==> config.mk <==
export PLATFORM = sky130hd
export DESIGN_NAME = dc_evict_gen
export DESIGN_NICKNAME = d
export VERILOG_FILES = /design/src/verilog/dcache_pkg.sv /design/src/verilog/dc_evict_gen.sv
export VERILOG_INCLUDE_DIRS = /design/src /design/src/include
export SDC_FILE = /design/constraint.sdc
export NUM_CORES = 1
export LEC_CHECK = 0
export BUFFER_PORTS_ARGS = -buffer_cell sky130_fd_sc_hd__buf_2
export CORE_AREA = 4 4 185 187
export DETAILED_ROUTE_END_ITERATION = 12
export DIE_AREA = 0 0 189 191
export PLACE_DENSITY = 0.36
export SYNTH_ARGS = -nofsm -noshare
export SYNTH_HDL_FRONTEND = slang
export SYNTH_SLANG_ARGS = --single-unit
==> constraint.sdc <==
create_clock -name vclk -period 3
set_clock_uncertainty 0.15 [all_clocks]
set_input_delay 0.45 -clock vclk [all_inputs]
set_output_delay 0.45 -clock vclk [all_outputs]
set_load 0.01 [all_outputs]
==> src/include/dcache_config.svh <==
// ##############################
// Data cache configuration
// Sizes of lines, sets, tags and data words
// ##############################

`ifndef DCACHE_CONFIG_SVH
`define DCACHE_CONFIG_SVH

// Request side widths
`define DC_ADDR_W      32
`define DC_DATA_W      64

// Line geometry
`define DC_LINE_BYTES  16
`define DC_LINE_W      128

// Set and tag layout of the physical address
`define DC_SETS        16
`define DC_INDEX_W     4
`define DC_TAG_W       7
`define DC_TAG_LSB     8

// Anything above this bit is outside the cached space
`define DC_CACHED_MSB  14

`endif
==> src/verilog/dcache_pkg.sv <==
// ##############################
// Data cache shared types
// Vector typedefs and arbiter states
// ##############################

`include "dcache_config.svh"

package dcache_pkg;

  typedef logic [`DC_ADDR_W-1:0]     addr_t;
  typedef logic [`DC_DATA_W-1:0]     data_t;
  typedef logic [`DC_LINE_W-1:0]     line_t;
  typedef logic [`DC_LINE_BYTES-1:0] byte_mask_t;
  typedef logic [`DC_TAG_W-1:0]      tag_t;
  typedef logic [`DC_INDEX_W-1:0]    index_t;

  // Byte position inside one line
  typedef logic [$clog2(`DC_LINE_BYTES)-1:0] offset_t;

  // 0 = 1 byte, 1 = 2 bytes, 2 = 4 bytes, 3 = 8 bytes
  typedef logic [1:0] size_t;

  typedef enum logic [1:0] {
    ARB_IDLE,
    ARB_READ,
    ARB_WRITE
  } arb_state_e;

endpackage

==> src/verilog/dc_evict_gen.sv <==
// ##############################
// Eviction generator
// Victim way, eviction and miss address
// ##############################

`timescale 1ns/100ps

module dc_evict_gen import dcache_pkg::*; (
  input  logic   dc_miss,
  input  tag_t   phy_tag,
  input  tag_t   tag1,
  input  tag_t   tag2,
  input  index_t index,
  input  logic   valid1,
  input  logic   valid2,
  input  logic   dirty1,
  input  logic   dirty2,
  input  logic   repl_way2,
  input  line_t  rd_line1,
  input  line_t  rd_line2,
  output logic   evict_way1,
  output logic   evict_way2,
  output logic   dc_evict,
  output addr_t  dc_miss_addr,
  output addr_t  dc_evict_addr,
  output line_t  dc_evict_data
);

  tag_t victim_tag;
  logic victim_dirty;

  // Empty way 1, then empty way 2, then the LRU choice
  assign evict_way1 = !valid1 | (valid2 & !repl_way2);
  assign evict_way2 = !evict_way1;

  assign victim_tag   = evict_way1 ? tag1 : tag2;
  assign victim_dirty = evict_way1 ? (valid1 & dirty1) : (valid2 & dirty2);

  // Clean victims are dropped silently
  assign dc_evict      = dc_miss & victim_dirty;
  assign dc_evict_data = evict_way1 ? rd_line1 : rd_line2;

  // Line-aligned, bits above the cached space stay zero
  assign dc_miss_addr  = addr_t'({phy_tag, index, offset_t'(0)});
  assign dc_evict_addr = addr_t'({victim_tag, index, offset_t'(0)});

endmodule

* Yosys cells after proc, flatten, opt, wreduce, memory -nomap -nowiden
Index checks and enable logic that the tools add are counted.
** Word-level totals
- Bits of input ports :: 287
- Register bits :: 0
** Operators by class
- Bitwise logic cells :: 5
- Muxes and demuxes :: 3
- Reduce and logical (&&, ||, !) cells :: 3
** Operators with widths (number)
- 128-bit two-way mux :: 1
- 7-bit two-way mux :: 1
- 1-bit AND :: 4
- 1-bit logical NOT :: 3
- 1-bit two-way mux :: 1
- 1-bit OR :: 1

* Longest topological paths before layout
- Depth in word-level cells :: 5
- Mapped depth :: 5
- Depth with buffers taken out :: 3

* Worst setup path after synthesis
OpenSTA, ideal clock, no wires.
- Kind :: in2out
- Start :: input port valid2
- End :: output port dc_evict_data[100]
- Stages on the path :: 5
- Data arrival time :: 1.354 ns
- Buffers on the path :: 2
- Path slack :: 1.046 ns
- Path through :: inv_1 o21ai_2 buf_6 buf_12 mux2_2
** On the way
- Word-level cells in the longest chain between the ends :: 3
** RTL lines
- from (decl) :: line dc_evict_gen.sv:15 : input logic valid2,
- 1-bit AND :: line dc_evict_gen.sv:33 : assign evict_way1 = !valid1 | (valid2 & !repl_way2);
- 1-bit OR :: line dc_evict_gen.sv:33
- 128-bit two-way mux :: line dc_evict_gen.sv:41 : assign dc_evict_data = evict_way1 ? rd_line1 : rd_line2;
- to (decl) :: line dc_evict_gen.sv:26 : output line_t dc_evict_data
Every way passes these cells.

* Final worst setup path
- Start :: input port valid2
- End :: output port dc_evict_data[52]
Same word-level chain as after synthesis.

==> qor.yml <==
dp_cells: 1048
seq_area_sq_um: 0
mostFrequentLayoutCells: "buf_2 (414), mux2_4 (98), conb_1 (42)"
endpoint_kind: "primary output"
drive_gt1_share_pct: 92.2
grt_pass1_wl_um: 17900
hold_buffers: 0
cts_resized: 0
track_usage_pct: 6.38
nClkBuffers: 0
die_w_um: 189
fmax_mhz: 410
design.seq.count: 0
dp_hpwl_um: 13200
post-cts-setup-buffers: 0
ys_types: 11
first_pass_iters: 4
boundaryPins: 482
rsz0062_at_grt: "no"
area_delta_synth_final_pct: 82.6
start_util_pct: 8.15
final_hold_viol_count: 0
dieArea_sq_mm: 0.0361
place_congestion: 0.712
fin_crit_ns: 2.44
nets: 895
fin_crit_sh_pct: 81.3
synth_area_sq_mm: 0.00265
antenna_found_initial: 3
gr-total-overflow: 0
p_total_mw: 0.792
max-vdd-ir-drop_uv: 39.1
grt_pass1_vias: 3042
p_per_area_mw_per_mm2: 164
hp-class: "input pin to primary output"
fin_tns_setup_ns: 0
final_common_cell: "buf_2"
crit_fanout: 28
max_cap_viol_count: 0
slew_viol_final: 0
fin_area_sq_mm: 0.00483
wire_per_inst_um: 13.4
ys.warnings.count: 0
power_leakage_nw: 2.84
postSynthCellCount: 214
antenna_left: 0
die_y_um: 191
wl_um: 14000
yosysSeqAreaShare_pct: 0
finalHoldWorstSlack_ns: 0.750
num_vias: 3009
critPathLaunchType: "input pin"
port-buffer-count: 414
drt_iter0_markers: 21
finalSetupViolCount: 0
diodes: 0
finalNonFillerCells: 1048
via_per_inst: 2.87
syn_avg_cell_area_sq_um: 12.4
drc: 0
arrival_ns: 1.84
grt_max_degree: 41
status: "finished clean"
dpl_cell_area_sq_mm: 0.00483
crit_type: "input pin to primary output"
core_area_sq_mm: 0.0325
crit_required_ns: 2.40
rows: 66
cell type report:
type / count / area, sq um
tap: 442 / 553
inverter: 2 / 7.51
fill: 3747 / 27600
timing repair buffer: 423 / 2190
multi-input combinational: 181 / 2080
cell usage after synthesis (all sizes together):
library cell / instances / area [sq um]
mux2: 135 / 1890
buf: 72 / 719
inv: 2 / 7.51
conb: 1 / 3.75
mux2i: 1 / 10.0
nand3: 1 / 5.00
nor2: 1 / 3.75
o21ai: 1 / 8.76
path summary, 6_finish.rpt:
path / startpoint / end / slack [ns] / depth (start not counted)
max: valid2 / dc_evict_data[52] / 0.56 / 7
min: phy_tag[4] / dc_miss_addr[12] / 0.75 / 0
kinds of logic after synthesis:
logic type             synth area share (%)
and+or+nand+nor                       0.331
muxes                                  71.7
other                                 0.142
buffers and inverters                  27.5
AOI/OAI and AO/OA                     0.331
critical path, stage by stage:
cell	delay [ns]
buf_2	0.08
inv_1	0.06
o21ai_4	0.21
buf_12	0.24
buf_12	0.27
mux2_4	0.32
buf_2	0.14
per-stage QoR:
| stage | util (%) | setup slack (ns) |
|---|---|---|
| 6_report | 14.9 | 0.560 |
| 5_1_grt | 14.9 | 0.482 |
| 4_1_cts | 14.9 | 0.542 |
| 3_5_place_dp | 14.9 | 0.547 |
| 3_3_place_gp | 14.9 | 0.549 |
| 2_1_floorplan | - | 1.05 |
routing by layer:
layer  global-route usage, %  vias to the layer above  share of wire [%]
li1                        -                     1448                  -
met3                    1.15                        6                9.8
met1                    7.14                     1296                 36
met2                    13.2                      259                 54
met4                       0                        0               0.29
met5                       0                        -                  0
where the power goes:
group	total [mW]	internal, mW	switching [mW]
registers	0	0	0
clock network	0	0	0
logic	0.792	0.457	0.335
No activity file was read; power rests on OpenSTA's default activity.
