===== src/include/dcache_config.svh =====
// ##############################
// Data cache configuration
// Sizes of lines, sets, tags and data words
// ##############################

`ifndef DCACHE_CONFIG_SVH
`define DCACHE_CONFIG_SVH

// Request side widths
`define DC_ADDR_W      32
`define DC_DATA_W      64

// Line geometry
`define DC_LINE_BYTES  16
`define DC_LINE_W      128

// Set and tag layout of the physical address
`define DC_SETS        16
`define DC_INDEX_W     4
`define DC_TAG_W       7
`define DC_TAG_LSB     8

// Anything above this bit is outside the cached space
`define DC_CACHED_MSB  14

`endif

===== src/verilog/dcache_pkg.sv =====
// ##############################
// Data cache shared types
// Vector typedefs and arbiter states
// ##############################

`include "dcache_config.svh"

package dcache_pkg;

  typedef logic [`DC_ADDR_W-1:0]     addr_t;
  typedef logic [`DC_DATA_W-1:0]     data_t;
  typedef logic [`DC_LINE_W-1:0]     line_t;
  typedef logic [`DC_LINE_BYTES-1:0] byte_mask_t;
  typedef logic [`DC_TAG_W-1:0]      tag_t;
  typedef logic [`DC_INDEX_W-1:0]    index_t;

  // Byte position inside one line
  typedef logic [$clog2(`DC_LINE_BYTES)-1:0] offset_t;

  // 0 = 1 byte, 1 = 2 bytes, 2 = 4 bytes, 3 = 8 bytes
  typedef logic [1:0] size_t;

  typedef enum logic [1:0] {
    ARB_IDLE,
    ARB_READ,
    ARB_WRITE
  } arb_state_e;

endpackage


===== src/verilog/dc_rd_data_gen.sv =====
// ##############################
// Read data generator
// Way select and byte alignment for loads
// ##############################

`timescale 1ns/100ps

module dc_rd_data_gen import dcache_pkg::*; (
  input  line_t   rd_line1,
  input  line_t   rd_line2,
  input  logic    tag_eq2,
  input  offset_t offset,
  input  size_t   mem_rd_size,
  output data_t   mem_rd_data
);

  line_t sel_line;
  line_t shifted;

  assign sel_line = tag_eq2 ? rd_line2 : rd_line1;

  // Requested bytes down to bit 0
  assign shifted = sel_line >> {offset, 3'b000};

  always_comb begin
    case (mem_rd_size)
      2'd0:    mem_rd_data = data_t'(shifted[7:0]);
      2'd1:    mem_rd_data = data_t'(shifted[15:0]);
      2'd2:    mem_rd_data = data_t'(shifted[31:0]);
      default: mem_rd_data = shifted[63:0];
    endcase
  end

endmodule


===== config.mk =====
export PLATFORM = sky130hd
export DESIGN_NAME = dc_rd_data_gen
export DESIGN_NICKNAME = d
export VERILOG_FILES = /design/src/verilog/dcache_pkg.sv /design/src/verilog/dc_rd_data_gen.sv
export VERILOG_INCLUDE_DIRS = /design/src /design/src/include
export SDC_FILE = /design/constraint.sdc
export NUM_CORES = 1
export LEC_CHECK = 0
export BUFFER_PORTS_ARGS = -buffer_cell sky130_fd_sc_hd__buf_2
export CAP_MARGIN = 10
export CORE_ASPECT_RATIO = 1.1
export CORE_MARGIN = 5
export CORE_UTILIZATION = 30
export DETAILED_ROUTE_END_ITERATION = 16
export PLACE_DENSITY = 0.67
export RECOVER_POWER = 25
export SLEW_MARGIN = 20
export SYNTH_ARGS = -nofsm -noshare
export SYNTH_HDL_FRONTEND = slang
export SYNTH_SLANG_ARGS = --single-unit

===== constraint.sdc =====
create_clock -name vclk -period 3.53
set_clock_uncertainty 0.15 [all_clocks]
set_input_delay 0.706 -clock vclk [all_inputs]
set_output_delay 0.706 -clock vclk [all_outputs]
set_load 0.05 [all_outputs]

== Yosys cells after proc, flatten, opt, wreduce, memory -nomap -nowiden ==
Index checks and enable logic that the tools add are counted.

* Output and inout port bits: 64
* Register bits after elaboration: 0
* Input bits: 263

* Shift operators: 1
* Reduce and logical (&&, ||, !) cells: 1
* Muxes and demuxes: 2
* Equality and inequality tests: 2

{| class="wikitable"
|+ Operators by type and width
! cell !! count
|-
| $pmux W64 S3 || 1
|-
| $mux W128 || 1
|-
| $shr A128 B7 Y64 || 1
|-
| $eq A2 B1 Y1 const B || 1
|-
| $eq A2 B2 Y1 const B || 1
|-
| $logic_not A2 Y1 || 1
|}

== Longest topological paths before layout ==
* Depth after elaboration: 3
* Mapped depth: 10

== Worst setup path before layout ==
OpenSTA, ideal clock, no wires.

* Path kind: in2out
* Start point: input offset[1]
* End point: output mem_rd_data[10]
* Data required time: 2674 ps
* Stages: 7
* Path slack: -659 ps
* Path buffers: 4
* Arrival time: 3333 ps
* Cells stage by stage: buf_2 -> buf_4 -> inv_1 -> buf_4 -> clkbuf_1 -> a21oi_1 -> o41ai_1

* Longest elaborated chain between the ends: 2

{| class="wikitable"
|+ Ends and longest elaborated chain
! element !! RTL line !! source
|-
| start: declaration || dc_rd_data_gen.sv:12 || <nowiki>input offset_t offset,</nowiki>
|-
| $shr A128 B7 Y64 || dc_rd_data_gen.sv:23 || <nowiki>assign shifted = sel_line >> {offset, 3'b000};</nowiki>
|-
| $pmux W64 S3 || dc_rd_data_gen.sv:26 || <nowiki>case (mem_rd_size)</nowiki>
|-
| end: declaration || dc_rd_data_gen.sv:14 || <nowiki>output data_t mem_rd_data</nowiki>
|}

No other way between the ends.

== Worst setup path after layout ==
* Start point: input offset[0]
* End point: output mem_rd_data[29]

Same word-level chain as after synthesis.

==> metrics.txt <==
Post-Syn Area=7413 um2; crit path DAT=2560 ps; routed wire length=39.90 mm; Worst Path Required=2670 ps; PwrDens=168.4 nW/um2; FP Rows=60; sequential-to-total area share from yosys stat=0%; Setup Buffers After CTS=0; share of cells above drive strength 1=56.84%; synthesized instance count=780; Tcrit/Tclk final=96.82%; RSZ-0062 raised after global routing=no; die height=174.9 um; DRC=0; design area=10290 um2; outcome=finished clean; most frequent cells in the layout=buf_2 (306), mux4_2 (130), buf_4 (126); initial core utilization=30.38%; 1st-iter DRT viols=825; CP startpoint kind=input port; post-synth top area cell=mux4_2; largest cells by area after synthesis=mux4_2 (39%), mux2i_1 (13%), mux2_2 (5.9%); maximum vdd drop=0.1014 mV; die width=159.9 um; syn_nets=1043; Ports=327; post-layout worst setup margin=112.2 ps; drt pass-1 iters=6; Yosys warnings=0; hold crit path type=input port to output port; worst slack at placement=-92.51 ps; # Max-Cap Violations=0; global-route wire length before repair=59.41 mm; PortBufs=327; DP HPWL=33.28 mm; post-route insts no fill=1474; via count=9318; placement-stage cell area=10220 um2; largest net degree at the start of global routing=35; Slew headroom=38.78%; DP Cell Count=1472; leakage power=4.499 nW; commonest non-fill, non-tap cell in the layout=buf_2; Fillers=2432; Avg Cell Area, Syn=9.504 um2; crit end category=output port; post-route ant nets=0; vias in the first global route=9862; f_max=0.2926 GHz; Synth top area share=39.49%; fin. max-slew vios=0; Wirelength per Cell=27.07 um; FF+latch count=0; via/cell ratio=6.322; total die area=27960 um2; Fin. Hold Viols=0; area grow syn2layout=38.87%; GR Overflow Total=0; min Tclk post-route=3418 ps; layout net count=1428; Hold Path Depth=4; Final setup viols=0; total power=1.734 mW; antenna violations before repair=2; Crit Path Class=input port to output port; synth unique cells=59; core area=24400 um2; GPL Wtd Cong=0.9293; Worst-Margin Slew=914.9 ps; FF+latch area=0 um2; setup TNS=0 ps; GRT Overall Usage=27.11%; crit path max fanout=20; clk_buf instances=0
-- synthesized netlist by cell type (6+ instances only) --
library cell  number
nor3_1             6
o22ai_1           26
and2_1             9
nand2_1           96
nand3_1           13
nor2b_1           10
buf_4             21
a22oi_1           25
o21ai_0           18
mux4_2           130
nor2_1            49
buf_6             16
o21ai_1            7
o221ai_1          17
a211oi_1          12
clkbuf_1          24
a31oi_1           12
nand2b_1           6
a22o_1             9
a21oi_1           48
buf_2             17
mux2_2            39
a221oi_1          15
mux2i_1           95
-- layer usage --
metal / wire length, um / part of all wire (%) / track usage [%]
met2: 19350 / 49 / 46.84
met1: 15190 / 38 / 33.95
met5: 10 / 0.025 / 0
met4: 1479 / 3.7 / 8.569
met3: 3862 / 9.7 / 5.780
-- layout make-up --
| type | count | area (um2) | share of cell area [%] |
|---|---|---|---|
| Antenna cell | 1 | 2.502 | 0.02431 |
| Inverter | 6 | 22.52 | 0.2188 |
| Multi-Input combinational cell | 689 | 6872 | 66.75 |
| Tap cell | 310 | 387.9 | 3.768 |
| Timing Repair Buffer | 468 | 3010 | 29.24 |
-- stage by stage --
step / hold WS (ps) / utilization, %
after detailed placement: 1887 / 41.88
after CTS: 1886 / 42.10
after global routing: 1891 / 42.19
after floorplan: 1694 / -
after global placement: 1886 / 41.88
final: 1884 / 42.19
-- cell families (layout without fill, tap and decap cells) --
kind of cell | Yosys count | count (layout) | synth area share, %
AND/OR/NAND/NOR | 200 | 200 | 11.85
AO/OA/AOI/OAI | 224 | 224 | 21.30
other | 0 | 1 | 0
buffers and inverters | 91 | 474 | 8.253
multiplexers | 265 | 265 | 58.60
-- worst paths after layout --
kind	from	to	slack, ps
hold / removal	offset[1]	mem_rd_data[20]	1880
setup / recovery	offset[0]	mem_rd_data[29]	110
-- critical path, stage by stage --
cell	delay, ps
buf_12	170
buf_12	210
buf_4	160
mux4_2	500
a22o_1	270
a21oi_1	170
a21oi_1	130
buf_4	210
-- report_power, final --
part	leakage [nW]	internal, mW	switching [mW]	total (mW)
combinational	4.50	0.758	0.976	1.73
sequential	0	0	0	0
clock	0.00000634	0.0000000379	0	0.0000000379
total	4.50	0.758	0.976	1.73
-- timing repair --
action	4_1_cts	5_1_grt
pin swaps	0	0
resized for setup	5	9
setup endpoints to repair	2	12
gates cloned	1	0
hold buffers	0	0
No activity file was read; power rests on OpenSTA's default activity.
