`config.mk`:
```
export PLATFORM = sky130hd
export DESIGN_NAME = dc_wr_data_gen
export DESIGN_NICKNAME = d
export VERILOG_FILES = /design/src/verilog/dcache_pkg.sv /design/src/verilog/dc_wr_data_gen.sv
export VERILOG_INCLUDE_DIRS = /design/src /design/src/include
export SDC_FILE = /design/constraint.sdc
export NUM_CORES = 1
export LEC_CHECK = 0
export CAP_MARGIN = 10
export CORE_AREA = 4 4 141 143
export DETAILED_ROUTE_END_ITERATION = 8
export DIE_AREA = 0 0 145 147
export DONT_BUFFER_PORTS = 1
export SLEW_MARGIN = 20
export SYNTH_ARGS = -nofsm -noshare
export SYNTH_HDL_FRONTEND = slang
export SYNTH_SLANG_ARGS = --single-unit
```
`constraint.sdc`:
```
create_clock -name vclk -period 2.15
set_input_delay 0.1075 -clock vclk [all_inputs]
set_output_delay 0.1075 -clock vclk [all_outputs]
set_load 0.02 [all_outputs]
```
`src/include/dcache_config.svh`:
```
// ##############################
// Data cache configuration
// Sizes of lines, sets, tags and data words
// ##############################

`ifndef DCACHE_CONFIG_SVH
`define DCACHE_CONFIG_SVH

// Request side widths
`define DC_ADDR_W      32
`define DC_DATA_W      64

// Line geometry
`define DC_LINE_BYTES  16
`define DC_LINE_W      128

// Set and tag layout of the physical address
`define DC_SETS        16
`define DC_INDEX_W     4
`define DC_TAG_W       7
`define DC_TAG_LSB     8

// Anything above this bit is outside the cached space
`define DC_CACHED_MSB  14

`endif
```
`src/verilog/dcache_pkg.sv`:
```
// ##############################
// Data cache shared types
// Vector typedefs and arbiter states
// ##############################

`include "dcache_config.svh"

package dcache_pkg;

  typedef logic [`DC_ADDR_W-1:0]     addr_t;
  typedef logic [`DC_DATA_W-1:0]     data_t;
  typedef logic [`DC_LINE_W-1:0]     line_t;
  typedef logic [`DC_LINE_BYTES-1:0] byte_mask_t;
  typedef logic [`DC_TAG_W-1:0]      tag_t;
  typedef logic [`DC_INDEX_W-1:0]    index_t;

  // Byte position inside one line
  typedef logic [$clog2(`DC_LINE_BYTES)-1:0] offset_t;

  // 0 = 1 byte, 1 = 2 bytes, 2 = 4 bytes, 3 = 8 bytes
  typedef logic [1:0] size_t;

  typedef enum logic [1:0] {
    ARB_IDLE,
    ARB_READ,
    ARB_WRITE
  } arb_state_e;

endpackage

```
`src/verilog/dc_wr_data_gen.sv`:
```
// ##############################
// Write data generator
// Line data and byte masks for stores and fills
// ##############################

`timescale 1ns/100ps

module dc_wr_data_gen import dcache_pkg::*; (
  input  logic       wen,
  input  logic       tag_eq1,
  input  logic       tag_eq2,
  input  logic       dc_miss_ack,
  input  logic       evict_way1,
  input  logic       evict_way2,
  input  data_t      mem_wr_data,
  input  size_t      mem_wr_size,
  input  offset_t    offset,
  input  line_t      dc_data_fill,
  output line_t      wr_data,
  output byte_mask_t wr_mask1,
  output byte_mask_t wr_mask2
);

  byte_mask_t size_mask;
  byte_mask_t store_mask;
  logic       store_hit1;
  logic       store_hit2;

  always_comb begin
    case (mem_wr_size)
      2'd0:    size_mask = byte_mask_t'(16'h0001);
      2'd1:    size_mask = byte_mask_t'(16'h0003);
      2'd2:    size_mask = byte_mask_t'(16'h000f);
      default: size_mask = byte_mask_t'(16'h00ff);
    endcase
  end

  // Aligned access never runs past the end of the line
  assign store_mask = size_mask << offset;

  assign store_hit1 = wen & tag_eq1;
  assign store_hit2 = wen & tag_eq2;

  assign wr_data = dc_miss_ack ? dc_data_fill : (line_t'(mem_wr_data) << {offset, 3'b000});

  // Fill replaces the whole victim line
  assign wr_mask1 = dc_miss_ack ? {$bits(byte_mask_t){evict_way1}} :
                    (store_hit1 ? store_mask : '0);
  assign wr_mask2 = dc_miss_ack ? {$bits(byte_mask_t){evict_way2}} :
                    (store_hit2 ? store_mask : '0);

endmodule

```
After elaboration in Yosys (flattened, before gate mapping). Index checks and enable logic that the tools add are counted.

$add $sub $neg: 0. Multiply operators: 0. Divide/modulo/power cells: 0. Order comparisons: 0. Eq/ne operators: 2. Shift-type cells: 2. Multiplexer cells: 6. Bitwise gates (word level): 2. Reductions and logical operators: 1.

Operator list (number): two-way mux 128 bit (1); left shift 64 x 7 -> 128 bit (1); two-way mux 16 bit (4); one-hot mux 8 bit (3 select lines) (1); left shift 16 x 4 -> 16 bit (1); AND 1 bit (2); == test 2 x 1 -> 1 bit, second input constant (1); == test 2 bit, second input constant (1); logical NOT 2 bit (1).

Bits in registers: 0. Latch bits: 0. RAM bits: 0. ROM bits: 0. Input bits: 204. Output and inout port bits: 160. Word-level logic and storage cells: 13. Memories: 0.

Longest topological paths before layout. Gate-level depths: netlist of run 1.

Depth after elaboration: 5. Depth in mapped cells: 8. Depth with buffers taken out: 4.

Least setup slack after synthesis of run 1. OpenSTA, ideal clock, no wires.

Kind: in2out. From: input port offset[1]. To: output port wr_data[46]. Data arrival time: 1.585 ns. Required time: 2.043 ns. Path slack: 0.457 ns. Stages on the path: 8. Path buffers: 5. Cell sequence: buf_6 > buf_6 > buf_8 > buf_6 > buf_4 > nor3_1 > a21oi_1 > o31ai_1.

Longest elaborated chain between the ends: 2.

RTL lines: start, declared (line dc_wr_data_gen.sv:17) `input offset_t offset,`; left shift 64 x 7 -> 128 bit (line dc_wr_data_gen.sv:44) `assign wr_data = dc_miss_ack ? dc_data_fill : (line_t'(mem_wr_data) << {offset, 3'b000});`; two-way mux 128 bit (line dc_wr_data_gen.sv:44); end, declared (line dc_wr_data_gen.sv:19) `output line_t wr_data,`.

No other way between the ends.

Worst setup path after layout of run 1.
From: input port dc_miss_ack. To: output port wr_data[90].

Longest elaborated chain between the ends: 1.

RTL lines: start, declared (line dc_wr_data_gen.sv:12) `input logic dc_miss_ack,`; two-way mux 128 bit (line dc_wr_data_gen.sv:44).

No other way between the ends.

==> results.toml, run 1 <==
[synth]
yosys_warnings = 0
synth_nets = 965
synth-compound-area-share_pct = 43.7
yosys.cell_types.count = 63
synthesis.area_sq_um = 5230
syn_area_per_cell_sq_um = 6.87
synthSimpleGateAreaFrac_pct = 19.3
synthMuxAreaShare_pct = 27.0
synth_top_family_by_area = "compound AO/OA/AOI/OAI gates"
synth_adder_area_share_pct = 0
syn-instance-count = 761
synth-seq-area-share_pct = 0
synthXorXnorAreaFrac_pct = 0

[job]
max_cap_viol_count = 0

[layout]
seq_cells = 0
final_cell_mix = "buf_4, nand2_1, o21ai_0, mux2i_1, o21ai_1"
antenna_cells = 0
layout_commonest_cell = "buf_4"
finalInstanceArea_sq_um = 6060
nClkBuffers = 0
drive_gt1_share_pct = 24.3
ff_latch_area_sq_um = 0
nets = 1013
syn_to_final_growth_pct = 15.9
fin_cells = 1041

[timing]
relSlewSlack_pct = 46.8
finalCritPeriodShare_pct = 85.8
final_hold_viol_count = 0
slew_violations = 0
fmax_mhz = 542
finalSetupTns_ns = 0
rsz0062_at_grt = "false"
finalSetupViolCount = 0
worst_pin_slew_ns = 0.796
period_needed_ns = 1.84

[setup_path]
start_kind = "input pin"
path_delay_family = "buffers and inverters"
max_stage_delay_ns = 0.50
crit_path_start = "dc_miss_ack"
worst_path_max_delay_cell = "nand2_1"
critPathMaxFanout = 127
path_class = "in -> out"
critPathBufInv = 3
end_kind = "primary output"
critical_path_arrival_ns = 1.74
crit_top_cell = "buf_4"
cp.required_ns = 2.04
path_cells = "inv_2 -> buf_4 -> nand2_1 -> o221ai_1 -> buf_4"

[detailed_routing]
num_vias = 6975
wl_per_cell_microns = 29.7
wirelength_microns = 30900
post-route-drc-count = 0
first_pass_iters = 5
drt_iter0_markers = 893
viasPerCell = 6.70
ant_nets = 0

[floorplanning]
fp.dieW_microns = 145
die_area_sq_um = 21300
rows = 50
start_util_pct = 28.1
pin_count = 364
fp.coreArea_sq_um = 18600
die_height_microns = 147

[placement]
io_buffers = 0
dpl_cell_area_sq_um = 6060
gp_congestion = 0.911
place_hpwl_microns = 23500
placedCellCount = 1041

[cts]
cts_setup_buffers = 0
cts_resized = 0
hold_buffers = 0

[grt]
grt_overflow = 0
antenna_found_initial = 1
grt_usage_pct = 26.8
grt_pass1_vias = 6586
grt_max_degree = 142
grt_pass1_wl_microns = 44500

[power]
peakVddDrop_uv = 64.9
p_leak_nw = 2.44
powerDensity_nw_per_um2 = 268

[outcome]
outcome = "completed"

[min_path]
min_path_type = "in -> out"
min-delay-start = "dc_data_fill[64]"
## cell usage after synthesis (all sizes together), types with 2 or more instances
master	number	area [sq um]
a221oi	13	114
nor4b	2	38.8
nor4	2	27.5
mux2i	68	688
nor3b	2	20.0
o22ai	8	50.1
a222oi	4	40.0
nor2	47	184
nor3	16	85.1
or3b	2	17.5
o22a	6	52.6
clkbuf	38	143
a22oi	29	218
a22o	35	307
nand2	94	355
nor2b	12	75.1
mux2	30	364
nand3b	11	82.6
buf	52	355
mux4	16	360
o211ai	8	60.1
o21ai	121	606
o221ai	12	105
inv	6	22.5
and3	4	25.0
a31oi	8	50.1
o21a	3	22.5
a221o	8	80.1
or2	3	18.8
a2bb2oi	14	123
o31ai	16	120
a32oi	6	52.6
a21oi	45	225
nand3	7	35.0
and2	2	12.5
## layout make-up
| cell class | count | area (sq um) |
|---|---|---|
| inverters | 6 | 22.5 |
| multi-input cells | 665 | 4720 |
| well taps | 234 | 293 |
| fillers | 2032 | 12500 |
| repair buffers | 136 | 1020 |
## cell families (layout without fill, tap and decap cells)
logic type	Yosys count	count (layout)
compound gates	343	343
buf+inv	96	142
mux	114	114
simple gates	208	208
## metal layers
metal | track usage [%] | routed length, microns
met1 | 35.5 | 12400
met2 | 43.5 | 14200
met3 | 6.26 | 3020
met4 | 8.22 | 1270
met5 | 0 | 13
## worst paths after layout
check,slack (ns),end,cells past startpoint
max,0.31,wr_data[90],5
min,0.41,wr_data[64],2
## power breakdown
part	internal, mW	switching [mW]	total [mW]
clock	0	0	0
sequential	0	0	0
combinational	0.663	0.960	1.62
total	0.663	0.960	1.62
## stage by stage
step           power [mW]  hold WS (ns)  setup slack [ns]  utilization (%)
3_3_place_gp         1.62         0.399             0.374             32.6
6_report             1.62         0.405             0.306             32.6
3_5_place_dp         1.62         0.403             0.384             32.6
4_1_cts              1.63         0.403             0.374             32.6
5_1_grt              1.73         0.426             0.286             32.6
2_1_floorplan        1.24         0.370             0.457                -
No activity file was read; power rests on OpenSTA's default activity.
==> run 2, diff against run 1 <==
- CORE_AREA: 4 4 141 143 -> 4 4 138 140
- DIE_AREA: 0 0 145 147 -> 0 0 142 144
==> run 2 against run 1 <==
Effect of this change: routed wire length decreased by 1.3%; flip-flop and latch count unchanged; critical path depth decreased by 1; design area about the same; final cell count decreased by 0.58%; global-route usage increased by 0.077 points; non-clock buffer count decreased by 1; via count increased by 1.2%; count of clock-buffer cells in the layout unchanged; die area decreased by 4.1%; sequential share of layout area unchanged; hold slack got worse by 0.0078 ns; critical path type unchanged; critical endpoint is now wr_data[85].
==> results.toml, run 2 (synthesis gave the netlist of run 1 again) <==
[outcome]
outcome = "completed"

[layout]
ff_latch_area_sq_um = 0
multiInputGateArea_sq_um = 4730
nets = 1012
drive_gt1_share_pct = 24.2
fill_cells = 1967
syn_to_final_growth_pct = 15.8
nClkBuffers = 0
layout_commonest_cell = "buf_4"
final_cell_mix = "buf_4, nand2_1, o21ai_0, mux2i_1, o21ai_1"
antenna_cells = 0
seq_cells = 0
fin_util_pct = 33.9

[cts]
hold_buffers = 0
cts_resized = 0
cts_setup_buffers = 0

[power]
clock_power_share_pct = 0
peakVddDrop_uv = 125
p_leak_nw = 2.44
p_sw_share_pct = 59.2
power_frac_seq_pct = 0
internal-power_uw = 661
powerDensity_nw_per_um2 = 268
pwr-share-comb_pct = 100.0
p_sw_uw = 959

[floorplanning]
pin_count = 364
fp.coreArea_sq_um = 17800
die_area_sq_um = 20400
fp.dieW_microns = 142
rows = 49
die_height_microns = 144
start_util_pct = 29.3

[detailed_routing]
ant_nets = 0
drt_iter0_markers = 830
wl_per_cell_microns = 29.5
viasPerCell = 6.82
wirelength_microns = 30500
first_pass_iters = 8
num_vias = 7056
post-route-drc-count = 0

[timing]
rsz0062_at_grt = "false"
slew_violations = 0
worst_pin_slew_ns = 0.645
final_hold_viol_count = 0
finalSetupViolCount = 0
relSlewSlack_pct = 57.0
finalCritPeriodShare_pct = 79.2
finalSetupTns_ns = 0
period_needed_ns = 1.70
fmax_mhz = 588

[grt]
grt_usage_pct = 26.9
grt_pass1_wl_microns = 42400
antenna_found_initial = 1
grt_max_degree = 142
grt_overflow = 0
grt_pass1_vias = 6378

[placement]
io_buffers = 0
gp_congestion = 0.943
place_hpwl_microns = 23000

[min_path]
min_path_type = "in -> out"

[setup_path]
crit_path_start = "offset[0]"
critPathCapture = "wr_data[85]"
cp.required_ns = 2.04
critical_path_arrival_ns = 1.59
start_kind = "input pin"
critPathMaxFanout = 133
end_kind = "primary output"
path_class = "in -> out"

[job]
max_cap_viol_count = 0
## run 2: worst min-delay path by stage
stage | to | startpoint | slack [ns] | cells past startpoint
after floorplan | wr_data[101] | dc_data_fill[101] | 0.37 | 2
after global placement | wr_data[69] | dc_data_fill[69] | 0.40 | 2
after detailed placement | wr_data[85] | dc_data_fill[85] | 0.40 | 1
after CTS | wr_data[85] | dc_data_fill[85] | 0.40 | 1
after global routing | wr_data[86] | dc_data_fill[86] | 0.40 | 1
final | wr_data[86] | dc_data_fill[86] | 0.40 | 1
## run 2: layer usage
| metal | part of all wire, % | track usage [%] | vias up |
|---|---|---|---|
| li1 | - | - | 3067 |
| met1 | 38 | 36.0 | 3399 |
| met2 | 46 | 43.8 | 528 |
| met3 | 12 | 5.89 | 60 |
| met4 | 3.6 | 7.17 | 2 |
| met5 | 0.043 | 0 | - |
## run 2: area by class of cell
class                           instances  area share (%)
Multi-Input combinational cell        665            78.2
Timing Repair Buffer                  135            16.7
Tap cell                              229            4.73
Inverter                                6           0.372
## run 2: worst max-delay path, cell delays in order
cell and delay, ns:
or3b_1 0.64, o22ai_1 0.25, nor2_1 0.09, a2bb2oi_1 0.46
## run 2: stage by stage
stage | cells | power [mW] | setup WS [ns] | cell area, sq um | hold WS, ns
2_1_floorplan | 761 | 1.24 | 0.457 | 5230 | 0.370
3_3_place_gp | 1035 | 1.60 | 0.508 | 6050 | 0.395
3_5_place_dp | 1035 | 1.61 | 0.486 | 6050 | 0.399
4_1_cts | 1035 | 1.61 | 0.491 | 6050 | 0.399
5_1_grt | 1035 | 1.72 | 0.434 | 6050 | 0.399
6_report | 1035 | 1.62 | 0.448 | 6050 | 0.398
## run 2: power by group through the flow
stage               clock network (mW)  registers [mW]  logic [mW]
floorplan                            0               0        1.24
finish                               0               0        1.62
global route                         0               0        1.72
CTS                                  0               0        1.61
detailed placement                   0               0        1.61
global placement                     0               0        1.60
