File: config.mk
export PLATFORM = sky130hd
export DESIGN_NAME = dc_arbiter
export DESIGN_NICKNAME = d
export VERILOG_FILES = /design/src/verilog/dcache_pkg.sv /design/src/verilog/dc_arbiter.sv
export VERILOG_INCLUDE_DIRS = /design/src /design/src/include
export SDC_FILE = /design/constraint.sdc
export NUM_CORES = 1
export LEC_CHECK = 0
export ABC_AREA = 1
export BUFFER_PORTS_ARGS = -buffer_cell sky130_fd_sc_hd__buf_2
export CAP_MARGIN = 30
export CORE_AREA = 2 2 39 41
export CTS_BUF_LIST = sky130_fd_sc_hd__clkbuf_4 sky130_fd_sc_hd__clkbuf_8
export DETAILED_ROUTE_END_ITERATION = 10
export DIE_AREA = 0 0 41 43
export PLACE_DENSITY_LB_ADDON = 0.12
export SLEW_MARGIN = 20
export SYNTH_ARGS = -nofsm -noshare
export SYNTH_HDL_FRONTEND = slang
export SYNTH_SLANG_ARGS = --single-unit
File: constraint.sdc
create_clock -name clk -period 0.8 [get_ports clk]
set_input_delay 0.08 -clock clk [delete_from_list [all_inputs] [get_ports clk]]
set_output_delay 0.08 -clock clk [all_outputs]
set_load 0.1 [all_outputs]
File: src/include/dcache_config.svh
// ##############################
// Data cache configuration
// Sizes of lines, sets, tags and data words
// ##############################

`ifndef DCACHE_CONFIG_SVH
`define DCACHE_CONFIG_SVH

// Request side widths
`define DC_ADDR_W      32
`define DC_DATA_W      64

// Line geometry
`define DC_LINE_BYTES  16
`define DC_LINE_W      128

// Set and tag layout of the physical address
`define DC_SETS        16
`define DC_INDEX_W     4
`define DC_TAG_W       7
`define DC_TAG_LSB     8

// Anything above this bit is outside the cached space
`define DC_CACHED_MSB  14

`endif
File: src/verilog/dcache_pkg.sv
// ##############################
// Data cache shared types
// Vector typedefs and arbiter states
// ##############################

`include "dcache_config.svh"

package dcache_pkg;

  typedef logic [`DC_ADDR_W-1:0]     addr_t;
  typedef logic [`DC_DATA_W-1:0]     data_t;
  typedef logic [`DC_LINE_W-1:0]     line_t;
  typedef logic [`DC_LINE_BYTES-1:0] byte_mask_t;
  typedef logic [`DC_TAG_W-1:0]      tag_t;
  typedef logic [`DC_INDEX_W-1:0]    index_t;

  // Byte position inside one line
  typedef logic [$clog2(`DC_LINE_BYTES)-1:0] offset_t;

  // 0 = 1 byte, 1 = 2 bytes, 2 = 4 bytes, 3 = 8 bytes
  typedef logic [1:0] size_t;

  typedef enum logic [1:0] {
    ARB_IDLE,
    ARB_READ,
    ARB_WRITE
  } arb_state_e;

endpackage

File: src/verilog/dc_arbiter.sv
// ##############################
// Read/write arbiter
// Grants one access and holds it until done
// ##############################

`timescale 1ns/100ps

module dc_arbiter import dcache_pkg::*; (
  input  logic clk,
  input  logic rst_n,
  input  logic v_mem_read,
  input  logic wr_fifo_empty,
  input  logic wr_fifo_to_be_full,
  input  logic mem_conflict,
  input  logic access_done,
  output logic ren,
  output logic wen
);

  arb_state_e state_q;
  arb_state_e state_d;
  logic       wr_pending;
  logic       wr_first;

  assign wr_pending = !wr_fifo_empty;

  // Stores go first when the FIFO is nearly full or hides a newer value
  assign wr_first = wr_fifo_to_be_full | mem_conflict | !v_mem_read;

  always_comb begin
    state_d = state_q;
    case (state_q)
      ARB_IDLE: begin
        if (wr_pending && wr_first) begin
          state_d = ARB_WRITE;
        end else if (v_mem_read) begin
          state_d = ARB_READ;
        end
      end
      default: begin
        if (access_done) begin
          state_d = ARB_IDLE;
        end
      end
    endcase
  end

  always_ff @(posedge clk or negedge rst_n) begin
    if (!rst_n) begin
      state_q <= ARB_IDLE;
    end else begin
      state_q <= state_d;
    end
  end

  assign ren = (state_q == ARB_READ);
  assign wen = (state_q == ARB_WRITE);

  // A grant only covers a request that is still waiting
  a_grant_pending: assert property (@(posedge clk) disable iff (!rst_n)
    (!ren || v_mem_read) && (!wen || !wr_fifo_empty));

endmodule

=== After elaboration in Yosys (flattened, before gate mapping) ===
Cells that the tools add are included.

* Muxes and demuxes: 4
* Reductions and logical operators: 6
* Equality and inequality tests: 3
* Bitwise gates (word level): 2

{| class="wikitable"
|+ Operators by type and width
! cell !! count
|-
| 2-bit 2-to-1 mux || 4
|-
| 3-bit inequality test (second input constant) || 1
|-
| 2-bit by 1-bit equality test with 1-bit output (second input constant) || 1
|-
| 2-bit equality test (second input constant) || 1
|-
| 1-bit logical NOT || 2
|-
| 2-bit logical NOT || 1
|-
| 1-bit OR || 2
|-
| 2-bit AND reduction || 1
|-
| 2-bit nonzero test || 1
|-
| 1-bit logical AND || 1
|}

* Word-level logic and storage cells: 16
* Register bits after elaboration: 2
* Output and inout port bits: 2
* Input bits: 7

=== Logic depth before layout (Yosys ltp) ===
Gate-level depths: netlist of the first run.

* Depth after elaboration: 5
* Gate-level depth with buffers: 5
* Mapped depth without buffers: 5

=== Worst setup path after synthesis of the first run ===
No wires, ideal clock.

* Path type: reg2out
* Start: reg state_q[0]
* End: out ren
* Arrival: 1.657 ns
* Buffers on the path: 0
* Stages on the path, launching flop included: 3
* Path slack: -0.937 ns
* Data required time: 0.720 ns
* Cell sequence: dfrtp_1 -> inv_2 -> nor2_1

* Cells in the longest elaborated chain, start to end: 1

{| class="wikitable"
|+ Ends and longest elaborated chain
! what !! line !! text
|-
| start, declared || dc_arbiter.sv:20 || <nowiki>arb_state_e state_q;</nowiki>
|-
| start signal, assigned || dc_arbiter.sv:52 || <nowiki>state_q <= state_d;</nowiki>
|-
| 2-bit by 1-bit equality test with 1-bit output || dc_arbiter.sv:56 || <nowiki>assign ren = (state_q == ARB_READ);</nowiki>
|-
| end, declared || dc_arbiter.sv:16 || <nowiki>output logic ren,</nowiki>
|}

Every way passes these cells.

=== Worst setup path after layout of the first run ===
* Start: reg state_q[1]
* End: out wen

* Cells in the longest elaborated chain, start to end: 1

{| class="wikitable"
|+ Ends and longest elaborated chain
! what !! line !! text
|-
| 2-bit equality test || dc_arbiter.sv:57 || <nowiki>assign wen = (state_q == ARB_WRITE);</nowiki>
|-
| end, declared || dc_arbiter.sv:17 || <nowiki>output logic wen</nowiki>
|}

Every way passes these cells.

==> out/metrics.cfg, run 1 <==
[setup_path]
cp_slowest_cell=dfrtp_1
cp_max_fo=3
slowest_delay_ps=410
start_kind=register
cp_num_buf_inv=2
path_class=reg -> out
crit_required_ps=720
critPathCaptureType=output port
arrival_ps=980
cpLargestDelayFamily=flip-flops
critical_path.cell_chain=inv_2, nor2_4, buf_12

[die]
num_rows=14
die_area_um2=1763
num_io_pins=9
initial_utilization_pct=8.951
fp.dieW_um=41
die_h_um=43
coreArea_um2=1384

[sta]
tns_ps=-981.1
fin_crit_ps=1058
setup_viol=4
timing.final.crit_share_pct=132.2
relSlewSlack_pct=88.48
finalClockSkew_ps=2.597
worst_slack_ps=-257.7
tightest_slew_ps=172.8
whs_ps=102.1
drv_slew=0
clock.fmax_mhz=945.4
rsz0062_at_grt=true
hold_violations=0

[synth]
synth_nets=27
yosysSeqAreaShare_pct=40.40
synth_seq_cells=2
yosys.cell_types.count=7
synth.avg_cell_area_um2=6.193
syn-instance-count=20
synth_area_um2=123.9
yosys_warnings=0

[layout]
final_cells=51
drive_gt1_share_pct=57.14
top_register=state_q
finalInstanceArea_um2=289.0
final_util_pct=20.89
fillCellCount=176
mostFrequentLayoutCells=nand2_1 (7), buf_2 (6), nor2_1 (3), clkbuf_4 (3)
final_nets=44
syn2layout_area_growth_pct=133.3
largest_reg_flops=2
final_common_cell=nand2_1
antenna_cells=0
reg_top3=state_q: 2 flops

[global_route]
grt_max_degree=4
overflow=0
grt_pass1_vias=173
antenna_found_initial=0
grt_pass1_wl_um=593
track_usage_pct=5.723

[detailed_routing]
drt_iter0_markers=0
first_pass_iters=1
routed_via_density=3.235
wire_per_inst_um=6.275
drc=0
ant_nets=0
vias=165
totalWireLength_um=320

[status]
violations=setup timing
status=complete, but fails checks

[run]
maxCapViolations=0

[cts]
clk_pin_slew_worst_paths_ps=30
h-tree-depth=1
cts_root_buffer=clkbuf_4
cts_max_path_buffers=2
clock-sinks=2
clk_latency_ps=220
cts_buffers=3
cts_tree=done

[placed_design]
numPortBuffers=8
post-dp-hpwl_um=264.9
place_congestion=0.6748
dpl_cell_area_um2=229.0
pre_cts_ws_ps=-56.45
placed_cells=44

[pwr]
p_total_mw=1.069
leakage_nw=0.1515
ir_drop_mv=0.5472
power_density_nw_per_um2=3698

[worst_hold_path]
min_path_type=in -> reg

[what timing repair did]
action	CTS	global route
endpoints found under the setup margin	4	4
gates cloned	0	0
hold buffers	1	0
resized for setup	0	2
pin swaps	0	3
hold endpoints to repair	2	0
setup buffers	2	1
[cell type report]
type / count / area (µm²) / area share (%)
Clock buffer: 3 / 22.52 / 7.792
Inverter: 4 / 15.01 / 5.195
Multi-Input combinational cell: 14 / 73.82 / 25.54
Sequential cell: 2 / 51.30 / 17.75
Tap cell: 16 / 20.02 / 6.926
Timing Repair Buffer: 12 / 106.4 / 36.80
[worst register-to-register path: cells and delay by family, from the launching register on]
| kind | cells | cell delay [ps] |
|---|---|---|
| buf+inv | 3 | 300 |
| simple gates | 4 | 210 |
| flops | 1 | 410 |
[cells in the mapped netlist (all sizes together)]
| master | n | share of area [%] |
|---|---|---|
| nand2 | 8 | 26 |
| nor2 | 5 | 15 |
| inv | 4 | 12 |
| dfrtp | 2 | 40 |
| nand3b | 1 | 6.1 |
[routing by layer]
metal | share of wire (%) | vias to the layer above | GRT usage, % | wire length [µm]
met4 | 0 | 0 | 6.000 | 0
li1 | - | 89 | - | -
met1 | 32 | 72 | 4.502 | 102
met3 | 7.5 | 0 | 4.712 | 24
met2 | 60 | 4 | 7.813 | 192
met5 | 0 | - | 0 | 0
[power by group]
part	total, mW	switching (mW)	internal, mW
sequential	0.189	0.0499	0.139
clock	0.214	0.0495	0.165
combinational	0.666	0.385	0.280
[cells by family after synthesis]
logic type,after synthesis,synth area share [%]
flip-flops,2,40.41
buffers and inverters,4,12.13
AND/OR/NAND/NOR,14,47.49
[final timing paths]
check / start / to / slack (ps) / cells after the start
min reg2reg: state_q[0] / state_q[0] / 540 / 2
max: state_q[1] / wen / -260 / 3
max in group asynchronous: rst_n / state_q[0] / 520 / 2
max reg2reg: state_q[1] / state_q[0] / -240 / 7
min in group asynchronous: rst_n / state_q[1] / 180 / 2
min: access_done / state_q[1] / 100 / 4
Power figures use the tool's default switching activity.
==> inputs of run 2 (changes only) <==
Settings changed: ABC_AREA 1 to 0, SETUP_SLACK_MARGIN from default to 0.3.
==> run 2 against run 1 <==
Compared with the run above:
- the run still ends with setup timing left
- final cell count decreased by 18%
- maximum frequency increased by 2.2%
- non-clock buffer count unchanged
- critical path type unchanged
- largest cell class unchanged
- highest routed layer unchanged
==> out/metrics.cfg, run 2 <==
[cts]
cts_max_path_buffers=2
clock-sinks=2
cts_tree=done
cts_buffers=3
h-tree-depth=1
clk_latency_ps=220
clk_pin_slew_worst_paths_ps=30
cts_root_buffer=clkbuf_4

[setup_path]
cp-startpoint=state_q[1]
crit_required_ps=720
cp_slowest_cell=dfrtp_2
critical_path.cell_chain=nor2b_4, buf_12
reg2reg_depth=3
worst-path-stages=2
start_kind=register
cp_num_buf_inv=1
arrival_ps=950
critPathCaptureType=output port
r2r_start=state_q[1]
crit_end=wen
cpLargestDelayFamily=flip-flops
cp_max_fo=3
path_class=reg -> out
slowest_delay_ps=390
ff2ff_setup_slack_ps=-120
rr_endpoint=state_q[0]

[sta]
rsz0062_at_grt=true
fin_crit_ps=1035
finalClockSkew_ps=1.086
relSlewSlack_pct=91.65
setup_viol=4
hold_violations=0
timing.final.crit_share_pct=129.4
tns_ps=-702.2
clock.fmax_mhz=966.3
drv_slew=0
whs_ps=176.8
worst_slack_ps=-234.9
tightest_slew_ps=124.9

[synth]
synth_seq_cells=2
syn-instance-count=11
synth_nets=18
synthTopCellsByArea=dfrtp_1 (45%), nor2b_1 (11%), a32o_1 (9.1%), a22o_1 (8.0%), or3b_1 (8.0%)
yosysSeqAreaShare_pct=45.45
synth.avg_cell_area_um2=10.01
yosysTopAreaCell=dfrtp_1
synth_commonest_cells=dfrtp_1 (2), nor2b_1 (2)
synth_area_um2=110.1
ys_dominant_reg_cell=dfrtp_1
synth-async-reset-ratio_pct=100.0
synth-edff-count=0
yosys_warnings=0
yosys.cell_types.count=9
synth_top_area_share_pct=45.45

[detailed_routing]
routed_via_density=3.429
wire_per_inst_um=7.929
drt_iter0_markers=0
ant_nets=0
drc=0
vias=144
totalWireLength_um=333
first_pass_iters=1

[pwr]
leakage_nw=0.1295
ir_drop_mv=0.5948
power_density_nw_per_um2=3074

[die]
num_io_pins=9
coreArea_um2=1384
fp.dieW_um=41
die_area_um2=1763
die_h_um=43
num_rows=14
initial_utilization_pct=7.957

[global_route]
antenna_found_initial=0
grt_pass1_wl_um=600
grt_pass1_vias=178
overflow=0
grt_max_degree=4
track_usage_pct=5.622

[layout]
final_common_cell=buf_2
mostFrequentLayoutCells=buf_2 (6), clkbuf_4 (3), buf_4 (3)
antenna_cells=0
reg_top3=state_q: 2 flops
final_nets=35
largest_reg_flops=2
drive_gt1_share_pct=73.08
top_register=state_q
syn2layout_area_growth_pct=152.3

[worst_hold_path]
min_path_type=in -> async

[placed_design]
numPortBuffers=8
place_congestion=0.6366
post-dp-hpwl_um=271.1

[run]
maxCapViolations=0

[status]
violations=setup timing
status=complete, but fails checks

## run 2: cell type report
cell class	count	area [µm²]
Clock buffer	3	22.52
Fill cell	171	1106
Inverter	1	3.754
Multi-Input combinational cell	8	76.32
Sequential cell	2	52.55
Tap cell	16	20.02
Timing Repair Buffer	12	102.6
## run 2: power breakdown
part           switching, mW  internal, mW
registers             0.0327         0.132
clock network         0.0514         0.165
logic                  0.264         0.209
total                  0.348         0.506
## run 2: how the worst min path moves through the flow
stage,from,end,slack (ps),depth (start not counted)
after floorplan,rst_n,state_q[0],-220,0
after global placement,rst_n,state_q[0],-140,1
after detailed placement,rst_n,state_q[1],-130,1
final,rst_n,state_q[1],180,2
after CTS,rst_n,state_q[1],170,2
after global routing,rst_n,state_q[0],170,2
## run 2: layer usage
layer  vias up  part of all wire (%)  track usage (%)
li1         71                     -                -
met1        71                    32            2.894
met2         2                    66            10.00
met3         0                   1.8            3.141
met4         0                     0            6.000
met5         -                     0                0
## run 2: stage by stage
| stage | power, mW | worst slack [ps] | area (µm²) | util [%] | instances |
|---|---|---|---|---|---|
| floorplan | 0.4372 | -251.8 | 125.1 | - | 11 |
| global placement | 0.5927 | -114.1 | 222.7 | 16.09 | 36 |
| detailed placement | 0.5925 | -110.2 | 222.7 | 16.09 | 36 |
| CTS | 0.8843 | -262.4 | 277.8 | 20.07 | 42 |
| global route | 0.9235 | -293.5 | 277.8 | 20.07 | 42 |
| finish | 0.8539 | -234.9 | 277.8 | 20.07 | 42 |
## run 2: repair_timing
item / 4_1_cts / 5_1_grt
endpoints found under the hold margin: 2 / 0
gates resized for setup: 3 / 0
endpoints found under the setup margin: 4 / 4
pin swaps: 1 / 1
hold buffers: 1 / 0
setup buffers: 2 / 0
## run 2: cell families after synthesis
kind of cell,Yosys count,share of synthesized area (%)
DFF,2,45.46
buffers and inverters,1,3.406
AOI/OAI and AO/OA,3,23.87
and+or+nand+nor,5,27.26
